**config.mk**
```make
export PLATFORM = sky130hd
export DESIGN_NAME = snake_game
export DESIGN_NICKNAME = d
export VERILOG_FILES = /design/src/common/snake_pkg.sv /design/src/snake_body/body_fifo.sv /design/src/snake_body/occupancy_map.sv /design/src/verilog/apple_lfsr.sv /design/src/verilog/direction_latch.sv /design/src/verilog/game_sequencer.sv /design/src/verilog/snake_game.sv
export SDC_FILE = /design/constraint.sdc
export NUM_CORES = 2
export LEC_CHECK = 0
export BUFFER_PORTS_ARGS = -buffer_cell sky130_fd_sc_hd__clkbuf_2
export CORE_MARGIN = 5
export CORE_UTILIZATION = 50
export CTS_CLUSTER_SIZE = 14
export DETAILED_ROUTE_END_ITERATION = 8
export HOLD_SLACK_MARGIN = 0.02
export PLACE_DENSITY = 0.67
export SLEW_MARGIN = 20
export SYNTH_ARGS = -nofsm -noshare
export SYNTH_HDL_FRONTEND = slang
export SYNTH_SLANG_ARGS = --single-unit
```
**constraint.sdc**
```tcl
create_clock -name clk -period 7 [get_ports clk]
set_input_delay 1.05 -clock clk [delete_from_list [all_inputs] [get_ports clk]]
set_output_delay 1.05 -clock clk [all_outputs]
set_load 0.02 [all_outputs]
```
**src/common/snake_pkg.sv**
```systemverilog
package snake_pkg;

    // one board cell, y in [7:4] and x in [3:0]
    typedef logic [7:0] cell_t;
    typedef logic [3:0] coord_t;
    // rgb, one bit per channel
    typedef logic [2:0] colour_t;
    typedef logic [7:0] score_t;
    // turn delay in clock cycles
    typedef logic [26:0] stall_t;

    typedef enum logic [1:0] {
        dir_left,
        dir_right,
        dir_up,
        dir_down
    } dir_t;

    // free cell
    localparam colour_t colour_black = 3'b000;
    localparam colour_t colour_red   = 3'b100;
    localparam colour_t colour_green = 3'b010;
    localparam colour_t colour_white = 3'b111;

    // snake starts at column 7 heading down, apple mid board
    localparam cell_t start_head  = 8'h17;
    localparam cell_t start_tail  = 8'h07;
    localparam cell_t start_apple = 8'h88;

    // odd step, so a search visits every cell once before repeating
    localparam logic [7:0] apple_skip = 8'd7;

endpackage

```
**src/snake_body/body_fifo.sv**
```systemverilog
`timescale 1ns/100ps

module body_fifo import snake_pkg::*; (
    input  logic  clk,
    input  logic  rst_n,
    input  logic  load,
    input  logic  push,
    input  logic  pop,
    input  logic  rd_req,
    input  cell_t push_cell,
    output cell_t tail_next
);

    // body cells in order, oldest at rd_ptr, newest just below wr_ptr
    cell_t      mem [256];
    logic [7:0] wr_ptr;
    logic [7:0] rd_ptr;

    always_ff @(posedge clk) begin
        if (!rst_n) begin
            wr_ptr <= '0;
            rd_ptr <= '0;
        end else if (load) begin
            // start head is the only entry
            wr_ptr <= 8'd1;
            rd_ptr <= 8'd0;
        end else begin
            if (push) begin
                wr_ptr <= wr_ptr + 8'd1;
            end
            if (pop) begin
                rd_ptr <= rd_ptr + 8'd1;
            end
        end
    end

    // storage and registered read port
    always_ff @(posedge clk) begin
        if (load) begin
            mem[0] <= start_head;
        end else if (push) begin
            mem[wr_ptr] <= push_cell;
        end
        if (rd_req) begin
            tail_next <= mem[rd_ptr];
        end
    end

    // a new game never overlaps a head write
    assert property (@(posedge clk) disable iff (!rst_n) !(push && load));

endmodule

```
**src/snake_body/occupancy_map.sv**
```systemverilog
`timescale 1ns/100ps

module occupancy_map import snake_pkg::*; (
    input  logic  clk,
    input  logic  rst_n,
    input  logic  set,
    input  logic  clr,
    input  logic  clear_all,
    input  cell_t set_cell,
    input  cell_t clr_cell,
    input  cell_t probe_head,
    input  cell_t probe_apple,
    output logic  body_hit,
    output logic  apple_hit
);

    // one bit per cell, the plotted last tail is kept out
    logic [255:0] map;

    always_ff @(posedge clk) begin
        if (!rst_n || clear_all) begin
            map <= '0;
        end else begin
            if (set) begin
                map[set_cell] <= 1'b1;
            end
            if (clr) begin
                map[clr_cell] <= 1'b0;
            end
        end
    end

    // zero-cycle lookups
    assign body_hit  = map[probe_head];
    assign apple_hit = map[probe_apple];

endmodule

```
**src/verilog/apple_lfsr.sv**
```systemverilog
`timescale 1ns/100ps

module apple_lfsr import snake_pkg::*; (
    input  logic  clk,
    input  logic  rst_n,
    input  logic  seeding,
    input  logic  any_button,
    input  logic  eaten,
    output cell_t rand_cell
);

    logic        seed_active;
    logic [10:0] seed_count;
    // 11 bits so 8-bit outputs repeat only after 2^11 - 1 steps
    logic [10:0] lfsr;
    logic [3:0]  shift_count;

    always_ff @(posedge clk) begin
        if (!rst_n) begin
            seed_active <= 1'b0;
            seed_count  <= '0;
            lfsr        <= '0;
            shift_count <= 4'd8;
        end else begin
            ////////////////////////////////////////
            // seed from the start press length
            ////////////////////////////////////////
            if (seeding) begin
                seed_active <= 1'b1;
                seed_count  <= '0;
            end else if (seed_active) begin
                if (any_button) begin
                    // wraps freely, only the low bits matter
                    seed_count <= seed_count + 11'd1;
                end else begin
                    seed_active <= 1'b0;
                    // all ones is the xnor lock-up state
                    lfsr <= (seed_count == 11'h7ff) ? 11'd0 : seed_count;
                end
            end

            ////////////////////////////////////////
            // 8 shifts per apple
            ////////////////////////////////////////
            if (eaten) begin
                shift_count <= 4'd0;
            end else if (shift_count < 4'd8) begin
                // taps 11 and 9, maximal length
                lfsr        <= {lfsr[9:0], ~(lfsr[10] ^ lfsr[8])};
                shift_count <= shift_count + 4'd1;
            end
        end
    end

    assign rand_cell = lfsr[7:0];

    // seed mapping and xnor feedback keep the lfsr out of lock-up
    assert property (@(posedge clk) disable iff (!rst_n) lfsr != 11'h7ff);

endmodule

```
**src/verilog/direction_latch.sv**
```systemverilog
`timescale 1ns/100ps

module direction_latch import snake_pkg::*; (
    input  logic clk,
    input  logic rst_n,
    input  logic in_left,
    input  logic in_right,
    input  logic in_up,
    input  logic in_down,
    input  dir_t current,
    input  logic force_down,
    output dir_t next_dir
);

    // direction that would undo a move
    function automatic dir_t opposite(input dir_t d);
        return dir_t'({d[1], ~d[0]});
    endfunction

    // refuse a reversal of the sampled direction and of the pending one,
    // a press on the sampling edge would otherwise slip a reversal through
    function automatic logic legal(input dir_t d, input dir_t cur, input dir_t pend);
        return (d != opposite(cur)) && (d != opposite(pend));
    endfunction

    // priority down, left, right, up
    always_ff @(posedge clk) begin
        if (!rst_n || force_down) begin
            next_dir <= dir_down;
        end else if (in_down && legal(dir_down, current, next_dir)) begin
            next_dir <= dir_down;
        end else if (in_left && legal(dir_left, current, next_dir)) begin
            next_dir <= dir_left;
        end else if (in_right && legal(dir_right, current, next_dir)) begin
            next_dir <= dir_right;
        end else if (in_up && legal(dir_up, current, next_dir)) begin
            next_dir <= dir_up;
        end
    end

    // once play runs, the next sampled direction never reverses the snake
    assert property (@(posedge clk) disable iff (!rst_n)
        !force_down |-> next_dir != opposite(current));

endmodule

```
**src/verilog/game_sequencer.sv**
```systemverilog
`timescale 1ns/100ps

module game_sequencer import snake_pkg::*; #(
    parameter stall_t stall_base = 27'd12_500_000,
    parameter stall_t stall_decr = 27'd39_000
) (
    input  logic    clk,
    input  logic    rst_n,
    input  logic    start,
    input  logic    in_left,
    input  logic    in_right,
    input  logic    in_up,
    input  logic    in_down,
    input  logic    game_plot_waitrequest,
    input  dir_t    next_dir,
    input  cell_t   tail_next,
    input  logic    body_hit,
    input  logic    apple_hit,
    input  cell_t   rand_cell,
    output logic    waitrequest,
    output logic    game_plot,
    output coord_t  game_x,
    output coord_t  game_y,
    output colour_t game_colour,
    output score_t  score,
    output dir_t    current,
    output logic    force_down,
    output logic    body_load,
    output logic    body_push,
    output logic    body_pop,
    output logic    body_rd_req,
    output cell_t   push_cell,
    output logic    map_set,
    output cell_t   set_cell,
    output logic    map_clr,
    output cell_t   clr_cell,
    output logic    map_clear,
    output cell_t   probe_head,
    output cell_t   probe_apple,
    output logic    seeding,
    output logic    button_held,
    output logic    eaten
);

    typedef enum logic [4:0] {
        st_idle, st_init_apple, st_init_head, st_init_tail, st_release_wait,
        st_stall, st_collision, st_head, st_head_plot, st_neck, st_neck_plot,
        st_tail, st_tail_plot, st_apple_search, st_apple_plot,
        st_death_wait, st_release
    } state_t;

    state_t state;
    stall_t count;
    stall_t stall_num;
    cell_t  head;
    cell_t  neck;
    cell_t  last_tail;
    cell_t  apple;
    // apple search position
    cell_t  candidate;
    cell_t  new_head;
    logic   out_of_bounds;
    logic   any_button;
    logic   accepted;

    assign any_button = in_left || in_right || in_up || in_down;
    assign accepted   = game_plot && !game_plot_waitrequest;

    // next head and wall check from the sampled direction
    always_comb begin
        new_head      = head;
        out_of_bounds = 1'b0;
        case (current)
            dir_left: begin
                new_head      = head - 8'h01;
                out_of_bounds = (head[3:0] == 4'h0);
            end
            dir_right: begin
                new_head      = head + 8'h01;
                out_of_bounds = (head[3:0] == 4'hf);
            end
            dir_up: begin
                new_head      = head - 8'h10;
                out_of_bounds = (head[7:4] == 4'h0);
            end
            default: begin
                new_head      = head + 8'h10;
                out_of_bounds = (head[7:4] == 4'hf);
            end
        endcase
    end

    // present one plot request
    task automatic request_plot(input cell_t c, input colour_t colour);
        game_plot   <= 1'b1;
        game_x      <= c[3:0];
        game_y      <= c[7:4];
        game_colour <= colour;
    endtask

    ////////////////////////////////////////
    // turn fsm
    ////////////////////////////////////////
    always_ff @(posedge clk) begin
        if (!rst_n) begin
            state     <= st_idle;
            stall_num <= stall_base;
            count     <= '0;
            current   <= dir_down;
            head      <= start_head;
            score     <= '0;
            game_plot <= 1'b0;
        end else begin
            case (state)
                st_idle: begin
                    if (start && any_button) begin
                        state     <= st_init_apple;
                        stall_num <= stall_base;
                        current   <= dir_down;
                        head      <= start_head;
                        last_tail <= start_tail;
                        apple     <= start_apple;
                        score     <= '0;
                        request_plot(start_apple, colour_red);
                    end
                end
                st_init_apple: begin
                    if (accepted) begin
                        state <= st_init_head;
                        request_plot(head, colour_green);
                    end
                end
                st_init_head: begin
                    if (accepted) begin
                        state <= st_init_tail;
                        request_plot(last_tail, colour_white);
                    end
                end
                st_init_tail: begin
                    if (accepted) begin
                        game_plot <= 1'b0;
                        state     <= st_release_wait;
                    end
                end
                // start button must not steer the first move
                st_release_wait: begin
                    if (!any_button) begin
                        state <= st_stall;
                        count <= '0;
                    end
                end
                st_stall: begin
                    count <= count + 27'd1;
                    if (count >= stall_num) begin
                        state   <= st_collision;
                        // one direction sample per turn
                        current <= next_dir;
                    end
                end
                st_collision: begin
                    if (out_of_bounds || body_hit) begin
                        state <= st_death_wait;
                    end else begin
                        state <= st_head;
                        head  <= new_head;
                        neck  <= head;
                    end
                end
                st_head: begin
                    state <= st_head_plot;
                    request_plot(head, colour_green);
                end
                st_head_plot: begin
                    if (accepted) begin
                        game_plot <= 1'b0;
                        state     <= st_neck;
                    end
                end
                // old head turns to body colour
                st_neck: begin
                    state <= st_neck_plot;
                    request_plot(neck, colour_white);
                end
                st_neck_plot: begin
                    if (accepted) begin
                        game_plot <= 1'b0;
                        if (head == apple) begin
                            // tail stays, snake grows by one
                            state     <= st_apple_search;
                            candidate <= rand_cell;
                            score     <= score + 8'd1;
                            stall_num <= stall_num - stall_decr;
                        end else begin
                            state <= st_tail;
                        end
                    end
                end
                // cell above the old tail becomes the new last tail
                st_tail: begin
                    last_tail <= tail_next;
                    if (last_tail != head) begin
                        state <= st_tail_plot;
                        request_plot(last_tail, colour_black);
                    end else begin
                        // head took over the old tail cell
                        state <= st_stall;
                        count <= '0;
                    end
                end
                st_tail_plot, st_apple_plot: begin
                    if (accepted) begin
                        game_plot <= 1'b0;
                        state     <= st_stall;
                        count     <= '0;
                    end
                end
                // last tail is plotted but not in the map, check it too
                st_apple_search: begin
                    if (apple_hit || candidate == last_tail) begin
                        candidate <= candidate + apple_skip;
                    end else begin
                        state <= st_apple_plot;
                        apple <= candidate;
                        request_plot(candidate, colour_red);
                    end
                end
                // board stays as it was until a press and release
                st_death_wait: begin
                    if (any_button) begin
                        state <= st_release;
                    end
                end
                st_release: begin
                    if (!any_button) begin
                        state <= st_idle;
                    end
                end
                default: begin
                    state <= st_idle;
                end
            endcase
        end
    end

    ////////////////////////////////////////
    // strobes to the datapath blocks
    ////////////////////////////////////////
    assign waitrequest = (state != st_idle);
    assign force_down  = state inside {st_idle, st_init_apple, st_init_head,
                                       st_init_tail, st_release_wait};
    assign body_load   = (state == st_idle) && start && any_button;
    assign body_push   = (state == st_head);
    assign push_cell   = head;
    // tail read issued early, valid from st_head on
    assign body_rd_req = (state == st_collision);
    assign body_pop    = (state == st_tail);
    assign map_set     = body_load || body_push;
    assign set_cell    = body_load ? start_head : head;
    assign map_clr     = body_pop;
    assign clr_cell    = tail_next;
    assign map_clear   = (state == st_release) && !any_button;
    assign probe_head  = new_head;
    assign probe_apple = candidate;
    assign seeding     = (state == st_idle) && start;
    assign button_held = any_button;
    // lfsr steps once the new apple is on screen
    assign eaten       = (state == st_apple_plot) && accepted;

    // requests held under back-pressure
    assert property (@(posedge clk) disable iff (!rst_n)
        game_plot && game_plot_waitrequest |=> game_plot);
    assert property (@(posedge clk) disable iff (!rst_n)
        game_plot && game_plot_waitrequest |=> $stable({game_x, game_y, game_colour}));

endmodule

```
**src/verilog/snake_game.sv**
```systemverilog
`timescale 1ns/100ps

module snake_game import snake_pkg::*; #(
    parameter stall_t stall_base = 27'd12_500_000,
    parameter stall_t stall_decr = 27'd39_000
) (
    input  logic    clk,
    input  logic    rst_n,
    input  logic    start,
    input  logic    in_left,
    input  logic    in_right,
    input  logic    in_up,
    input  logic    in_down,
    output logic    waitrequest,
    input  logic    game_plot_waitrequest,
    output logic    game_plot,
    output coord_t  game_x,
    output coord_t  game_y,
    output colour_t game_colour,
    output score_t  score
);

    // direction handoff
    dir_t  next_dir;
    dir_t  current;
    logic  force_down;
    // body fifo
    logic  body_load;
    logic  body_push;
    logic  body_pop;
    logic  body_rd_req;
    cell_t push_cell;
    cell_t tail_next;
    // occupancy map
    logic  map_set;
    logic  map_clr;
    logic  map_clear;
    cell_t set_cell;
    cell_t clr_cell;
    cell_t probe_head;
    cell_t probe_apple;
    logic  body_hit;
    logic  apple_hit;
    // apple placement
    logic  seeding;
    logic  button_held;
    logic  eaten;
    cell_t rand_cell;

    ////////////////////////////////////////
    // control
    ////////////////////////////////////////
    game_sequencer #(
        .stall_base(stall_base),
        .stall_decr(stall_decr)
    ) u_sequencer (
        .clk(clk),
        .rst_n(rst_n),
        .start(start),
        .in_left(in_left),
        .in_right(in_right),
        .in_up(in_up),
        .in_down(in_down),
        .game_plot_waitrequest(game_plot_waitrequest),
        .next_dir(next_dir),
        .tail_next(tail_next),
        .body_hit(body_hit),
        .apple_hit(apple_hit),
        .rand_cell(rand_cell),
        .waitrequest(waitrequest),
        .game_plot(game_plot),
        .game_x(game_x),
        .game_y(game_y),
        .game_colour(game_colour),
        .score(score),
        .current(current),
        .force_down(force_down),
        .body_load(body_load),
        .body_push(body_push),
        .body_pop(body_pop),
        .body_rd_req(body_rd_req),
        .push_cell(push_cell),
        .map_set(map_set),
        .set_cell(set_cell),
        .map_clr(map_clr),
        .clr_cell(clr_cell),
        .map_clear(map_clear),
        .probe_head(probe_head),
        .probe_apple(probe_apple),
        .seeding(seeding),
        .button_held(button_held),
        .eaten(eaten)
    );

    direction_latch u_dir (
        .clk(clk),
        .rst_n(rst_n),
        .in_left(in_left),
        .in_right(in_right),
        .in_up(in_up),
        .in_down(in_down),
        .current(current),
        .force_down(force_down),
        .next_dir(next_dir)
    );

    ////////////////////////////////////////
    // datapath
    ////////////////////////////////////////
    body_fifo u_body (
        .clk(clk),
        .rst_n(rst_n),
        .load(body_load),
        .push(body_push),
        .pop(body_pop),
        .rd_req(body_rd_req),
        .push_cell(push_cell),
        .tail_next(tail_next)
    );

    occupancy_map u_map (
        .clk(clk),
        .rst_n(rst_n),
        .set(map_set),
        .clr(map_clr),
        .clear_all(map_clear),
        .set_cell(set_cell),
        .clr_cell(clr_cell),
        .probe_head(probe_head),
        .probe_apple(probe_apple),
        .body_hit(body_hit),
        .apple_hit(apple_hit)
    );

    apple_lfsr u_lfsr (
        .clk(clk),
        .rst_n(rst_n),
        .seeding(seeding),
        .any_button(button_held),
        .eaten(eaten),
        .rand_cell(rand_cell)
    );

endmodule
```
After elaboration in Yosys (flattened, before gate mapping)
Memory sizes are Yosys's and may differ from the RTL's. A register that Yosys moved wholly into a read port is not among the register bits.
Cells that the tools add are included.
- register bits after elaboration: 422
- RAM bits: 2048
- input bits: 8
- word-level logic and storage cells: 275
- memories: 1
- add/sub/neg operators: 12
- magnitude comparators: 8
- equality and inequality tests: 49
- muxes and demuxes: 104
- bitwise logic cells: 9
- reduce and logical (&&, ||, !) cells: 68
- memory list (name ; depth ; width ; rd ports ; clocked after memory_dff ; write ports ; RTL line ; RTL):
    u_body.mem ; 256 ; 8 ; 1 ; 1 ; 1 ; body_fifo.sv:15 ; cell_t mem [256];
- operator list (kind ; count):
    2-to-1 mux 256 bit ; 3
    AND 256 bit ; 1
    inverter 256 bit ; 1
    OR 256 bit ; 1
    2-to-1 mux 27 bit ; 6
    2-to-1 mux 8 bit ; 14
    case mux 27 bit (4 select lines) ; 1
    case mux 5 bit (16 select lines) ; 1
    case mux 8 bit (2 select lines) ; 5
    2-to-1 mux 11 bit ; 6
    2-to-1 mux 5 bit ; 12
    case mux 4 bit (7 select lines) ; 2
    case mux 27 bit (2 select lines) ; 1
    2-to-1 mux 4 bit ; 13
    equality test 5 x 4 -> 1 bit, second input constant ; 8
    less-than comparator 8 x 9 -> 1 bit, second input constant ; 4
    adder 8 x 1 -> 8 bit, second input constant ; 4
    inequality test 2 x 1 -> 1 bit, second input constant ; 14
    adder 27 x 1 -> 27 bit, second input constant ; 1
    greater-or-equal comparator 27 bit ; 1
    subtractor 27 x 16 -> 27 bit, second input constant ; 1
    case mux 8 bit (3 select lines) ; 1
    case mux 3 bit (7 select lines) ; 1
    equality test 5 x 3 -> 1 bit, second input constant ; 4
    other kinds (52) ; 144

Depth between registers and ports, before layout
- word-level depth: 14
- gate-level depth with buffers: 19

Hierarchy
A second synthesis with hierarchy kept.
- cell total of the unflattened synthesis: 6335
- area, all modules: 103443.0 um2
- modules (own cells, without submodules) (module ; instances ; cells an instance ; area each (um2) ; seq. area each (um2)):
    body_fifo ; 1 ; 3948 ; 81192.9 ; 62059.5
    occupancy_map ; 1 ; 1419 ; 13730.7 ; 5124.9
    game_sequencer ; 1 ; 806 ; 7098.1 ; 2792.7
    apple_lfsr ; 1 ; 141 ; 1271.2 ; 540.5
    direction_latch ; 1 ; 21 ; 150.1 ; 40.0

Least setup slack after synthesis
Ideal clock, no wire load.
- path kind: flip-flop to flip-flop
- start point: register u_sequencer.head[0] (netlist: u_sequencer.push_cell[0])
- end point: memory u_body.mem[0][0] in the netlist's numbering, data pin
- setup time: 0.821 ns
- data arrival time: 4.849 ns
- data required time: 6.179 ns
- path slack: 1.330 ns
- stages on the path, launching flop included: 8
- path buffers: 5
- clock period less this slack: 5.670 ns
- cell sequence: dfxtp_1 > buf_2 > buf_2 > buf_2 > buf_2 > clkbuf_1 > inv_1 > nand2_1
- longest elaborated chain between the ends: 1
- RTL lines (element ; RTL line ; RTL):
    from (decl) ; game_sequencer.sv:55 ; cell_t head;
    from (signal assigned) ; game_sequencer.sv:110 ; head <= start_head;
    from (signal assigned) ; game_sequencer.sv:120 ; head <= start_head;
    from (signal assigned) ; game_sequencer.sv:165 ; head <= new_head;
    2-to-1 mux 8 bit (no line) ; - ;
    to (decl) ; body_fifo.sv:15 ;
No other way between the ends.

Worst setup path after layout
- start point: register u_sequencer.head[0] (netlist: u_sequencer.push_cell[0])
- end point: register u_sequencer.neck[1] (enable)
- longest elaborated chain between the ends: 7
- elaborated cells between the ends (all ways): 13
- classes of those cells: add/sub (4); eq/ne (1); mux (4); bitwise (1); reduce/logical (3)
- RTL lines (element ; RTL line ; RTL):
    adder 8 x 5 -> 8 bit, or another cell as far along ; game_sequencer.sv:87 ; new_head = head + 8'h10;
    case mux 8 bit (3 select lines) ; game_sequencer.sv:73 ; case (current)
    binary-select mux 1 bit (select 8 bit) ; occupancy_map.sv:34 ; assign body_hit = map[probe_head];
    2-to-1 mux 1 bit (implied by the code) ; occupancy_map.sv:34 ;
    logical OR 1 bit * ; game_sequencer.sv:161 ; if (out_of_bounds || body_hit) begin
    inverter 1 bit (no line) * ; - ;
    AND reduction 3 bit (no line) * ; - ;
    to (signal assigned) ; game_sequencer.sv:166 ; neck <= head;
    to (decl) ; game_sequencer.sv:56 ; cell_t neck;
Mark *: on every way between the ends. The rest lies on a longest branch, timed or not. The select of a mux whose other input is x is not followed.
A chain may end at the register's enable or synchronous reset.

==> impl_metrics.yaml <==
layout:
  filler_cell_count: 15380
  layout.cells.most_common_list: "2099 x edfxtp_1, 860 x mux4_2, 421 x nor2_1"
  synthToLayoutAreaGrowth_pct: 11.02
  finalNetCount: 5734
  final_layout_size_suffix_gt1_share_pct: 24.53
  most_common_cell_after_layout_fill_and_taps_aside: "edfxtp_1"
routing:
  drt.antenna.violating_nets: 0
  via_per_inst: 6.655
  first_pass_iters: 8
  drcViolationCount: 0
  wl_met1_um: 108000
  wl_um: 270600
  wl_met3_um: 23700
  detailroute.via_count: 57190
  routed_wirelength_normalized_by_instance_count_um: 31.48
  drtIter0Drc: 7550
  met2_wirelength_um: 128600
  routed.top_layer: "met4"
floorplan:
  die-area_um2: 216400
  die_w_um: 465.2
  starting_utilization_of_the_core_area_pct: 50.14
  num_io_pins: 29
  rows: 167
  floorplan.die.height_um: 465.2
  area_of_the_core_region_um2: 206700
setup_path:
  criticalPathCategory: "reg2reg"
  critical_path.startpoint_type: "flip-flop"
  crit_fanout: 37
  r2r-end: "u_sequencer.neck[1]"
  worst-r2r-cell-count: 11
  critical_path_arrival_ns: 6.20
  rrSetupSlack_ns: 1.30
  worstSetupEndpointType: "flip-flop"
  critical_path_required_ns: 7.50
  worstReg2RegStart: "u_sequencer.push_cell[0]"
clocking:
  clock_path_buffers: 3
  cts.reportedPaths.clkPinSlew_ns: 0.07
  cts_hold_repair.buffers: 0
  cts_max_level: 4
  clock_insertion_delay_worst_skew_ns: 0.89
  post_cts.repair.setup_buffers: 0
  cts_sinks: 2475
  cts_tree: "built"
  cts_buffers: 239
  clk_root_buffer_cell: "clkbuf_16"
  ctsResizeCount: 0
global_route:
  grt_antenna_before_repair: 6
  gr-total-overflow: 0
  grt_start_max_net_pins: 178
  grtUsageTotal_pct: 24.79
  first_pass_grt_wire_length_um: 396600
  number_of_global_route_vias_before_repair: 56190
timing:
  timing.final.crit_period_ns: 5.699
  clock_skew_ns: 0.06259
  fin_hold_ws_ns: 0.5025
  worst_slew_margin_rel_pct: 18.28
  period_share_pct: 81.41
  timing_max_transition_violations_final: 0
  timing.final.setup_violations: 0
  total_count_of_hold_check_failures_in_the_final_report: 0
  worst-slew-pin-transition_ns: 1.222
  rsz_0062_raised_after_global_routing: "false"
  setup_total_negative_slack_ns: 0
  max_freq_mhz: 175.5
synthesis:
  synthCells: 5703
  dominantRegCellSynth: "edfxtp_1"
  synth_cell_type_count: 76
  async_flop_share_pct: 0
  post_synthesis_average_cell_area_um2: 18.17
  yosysWarnings: 0
  count_of_flip_flops_with_a_built_in_enable_after_synthesis: 2099
  synth_seq_cells: 2475
  syn_nets: 5754
  mappedNetlistArea_um2: 103600
  sequential_area_share_after_synthesis_pct: 68.10
pwr:
  intPower_mw: 23.52
  power.share.switching_pct: 20.63
  combinationalPowerShare_pct: 2.3
  power-per-cell-area_nw_per_um2: 257.6
  clkPwrFrac_pct: 44.0
  vdd_drop_max_uv: 266.2
  seq_power_share_pct: 53.7
  power_switching_mw: 6.113
  leakagePower_nw: 34.90
  finalPower_mw: 29.63
placed_design:
  io_buffer_count: 28
  gp_routability_congestion: 0.9173
  hpwlAfterDp_um: 158800
hold_path:
  min-delay-path-class: "reg2reg"
  worstHoldStart: "u_sequencer.stall_num[6]"
  worst_hold_path.endpoint: "u_sequencer.stall_num[6]"
  min_delay_path_depth: 2
status:
  outcome: "completed"
run:
  timing.max_cap.violations: 0
==> state kept, by name, indices dropped and copies added (netlist names), 2 cells and up <==
name / count
u_sequencer.push_cell: 8
u_sequencer.last_tail: 8
u_sequencer.game_x: 4
u_sequencer.game_y: 4
u_sequencer.game_colour: 3
u_lfsr.shift_count: 4
u_body.mem: 2048
u_sequencer.score: 8
u_sequencer.neck: 8
u_dir.next_dir: 2
u_sequencer.state: 5
u_lfsr.seed_count: 11
u_body.tail_next: 8
u_lfsr.lfsr: 11
u_sequencer.stall_num: 24
u_sequencer.current: 2
u_map.map: 256
u_body.rd_ptr: 8
u_body.wr_ptr: 8
u_sequencer.apple: 8
u_sequencer.probe_apple: 8
u_sequencer.count: 27
==> how the worst max path moves through the flow <==
stage | start | endpoint | slack (ns)
after global routing | u_sequencer.push_cell[0] | u_sequencer.neck[5] | 1.14
final | u_sequencer.push_cell[0] | u_sequencer.neck[1] | 1.30
after CTS | u_sequencer.push_cell[0] | u_sequencer.neck[1] | 1.38
after detailed placement | u_sequencer.push_cell[0] | u_sequencer.neck[7] | 1.40
after global placement | u_sequencer.push_cell[0] | u_sequencer.neck[2] | 1.45
after floorplan | u_sequencer.push_cell[0] | u_body.mem[0][0] | 1.33
==> synthesized netlist by cell type (5+ instances only) <==
library cell,n,area (um^2)
a221o_1,17,170.2
nor4_1,19,118.9
xnor2_1,62,543.0
a2111oi_0,6,52.55
and2_1,22,137.6
nor2b_1,17,106.4
a31oi_1,8,50.05
a22o_1,6,52.55
and3_1,24,150.1
nor3b_1,8,60.06
dfxtp_1,376,7527
mux4_2,860,19370
ha_1,41,513.0
a21oi_1,306,1531
a211o_1,7,61.31
nand4_1,29,181.4
inv_1,44,165.2
mux2i_1,40,400.4
o22ai_1,6,37.54
buf_1,75,281.5
o211ai_1,5,37.54
a32o_1,17,170.2
nand3_1,60,300.3
a21o_1,12,90.09
nor3_1,68,340.3
mux2_2,8,90.09
a311oi_1,8,70.07
o21ai_0,52,260.3
nand2b_1,19,118.9
or3_1,29,181.4
clkbuf_1,313,1175
a211oi_1,270,2027
buf_2,21,105.1
xor2_1,43,376.6
nand2_1,152,570.6
a22oi_1,17,127.6
mux4_1,27,709.4
edfxtp_1,2099,63030
nor2_1,435,1633
==> power groups by stage <==
stage / sequential, mW / clock [mW] / combinational (mW)
after floorplan: 16.2 / 0 / 0.436
after global placement: 16.2 / 0 / 0.640
after detailed placement: 16.2 / 0 / 0.653
after CTS: 15.9 / 13.2 / 0.658
after global routing: 15.9 / 13.9 / 0.720
final: 15.9 / 13.0 / 0.671
==> kinds of logic after synthesis <==
group	synth area share (%)
multiplexers	19.85
flip-flops	68.10
buffers and inverters	1.820
AND/OR/NAND/NOR	3.925
AO/OA/AOI/OAI	4.886
adder cells (fa/ha/maj)	0.5337
XOR/XNOR	0.8876
==> routing by layer <==
layer / vias to the layer above / GRT usage (%)
met5: - / 0
met4: 0 / 8.693
met3: 569 / 5.141
met2: 3136 / 38.68
met1: 30030 / 35.20
li1: 23450 / -
==> critical path, cell delays in order, from the launching register on <==
cell     delay (ns)
dfxtp_4        0.70
inv_1          0.29
fa_4           1.33
mux4_2         0.58
a32o_1         0.27
a221o_1        0.26
mux2i_1        0.14
mux2i_1        0.15
mux2i_1        0.43
nor3_1         0.11
a311o_1        0.42
nor2_1         0.58
==> layout make-up <==
cell class	instances	area (um^2)	share of cell area [%]
flip-flops and latches	2475	70580	61.36
repair buffers	158	1424	1.238
inverters	49	183.9	0.1599
clock inverters	135	1590	1.382
well taps	2704	3383	2.941
diodes	4	10.01	0.008701
clock buffers	309	6357	5.526
multi-input cells	2760	31500	27.38
==> per-stage QoR <==
step | utilization, % | std cells | cell area, um^2 | worst slack (ns)
global placement | 51.78 | 8145 | 107000 | 1.453
floorplan | - | 5703 | 103600 | 1.330
finish | 55.67 | 8594 | 115000 | 1.301
global route | 55.66 | 8590 | 115000 | 1.137
detailed placement | 51.78 | 8145 | 107000 | 1.396
CTS | 55.63 | 8589 | 115000 | 1.377
No activity file was read; power rests on OpenSTA's default activity.
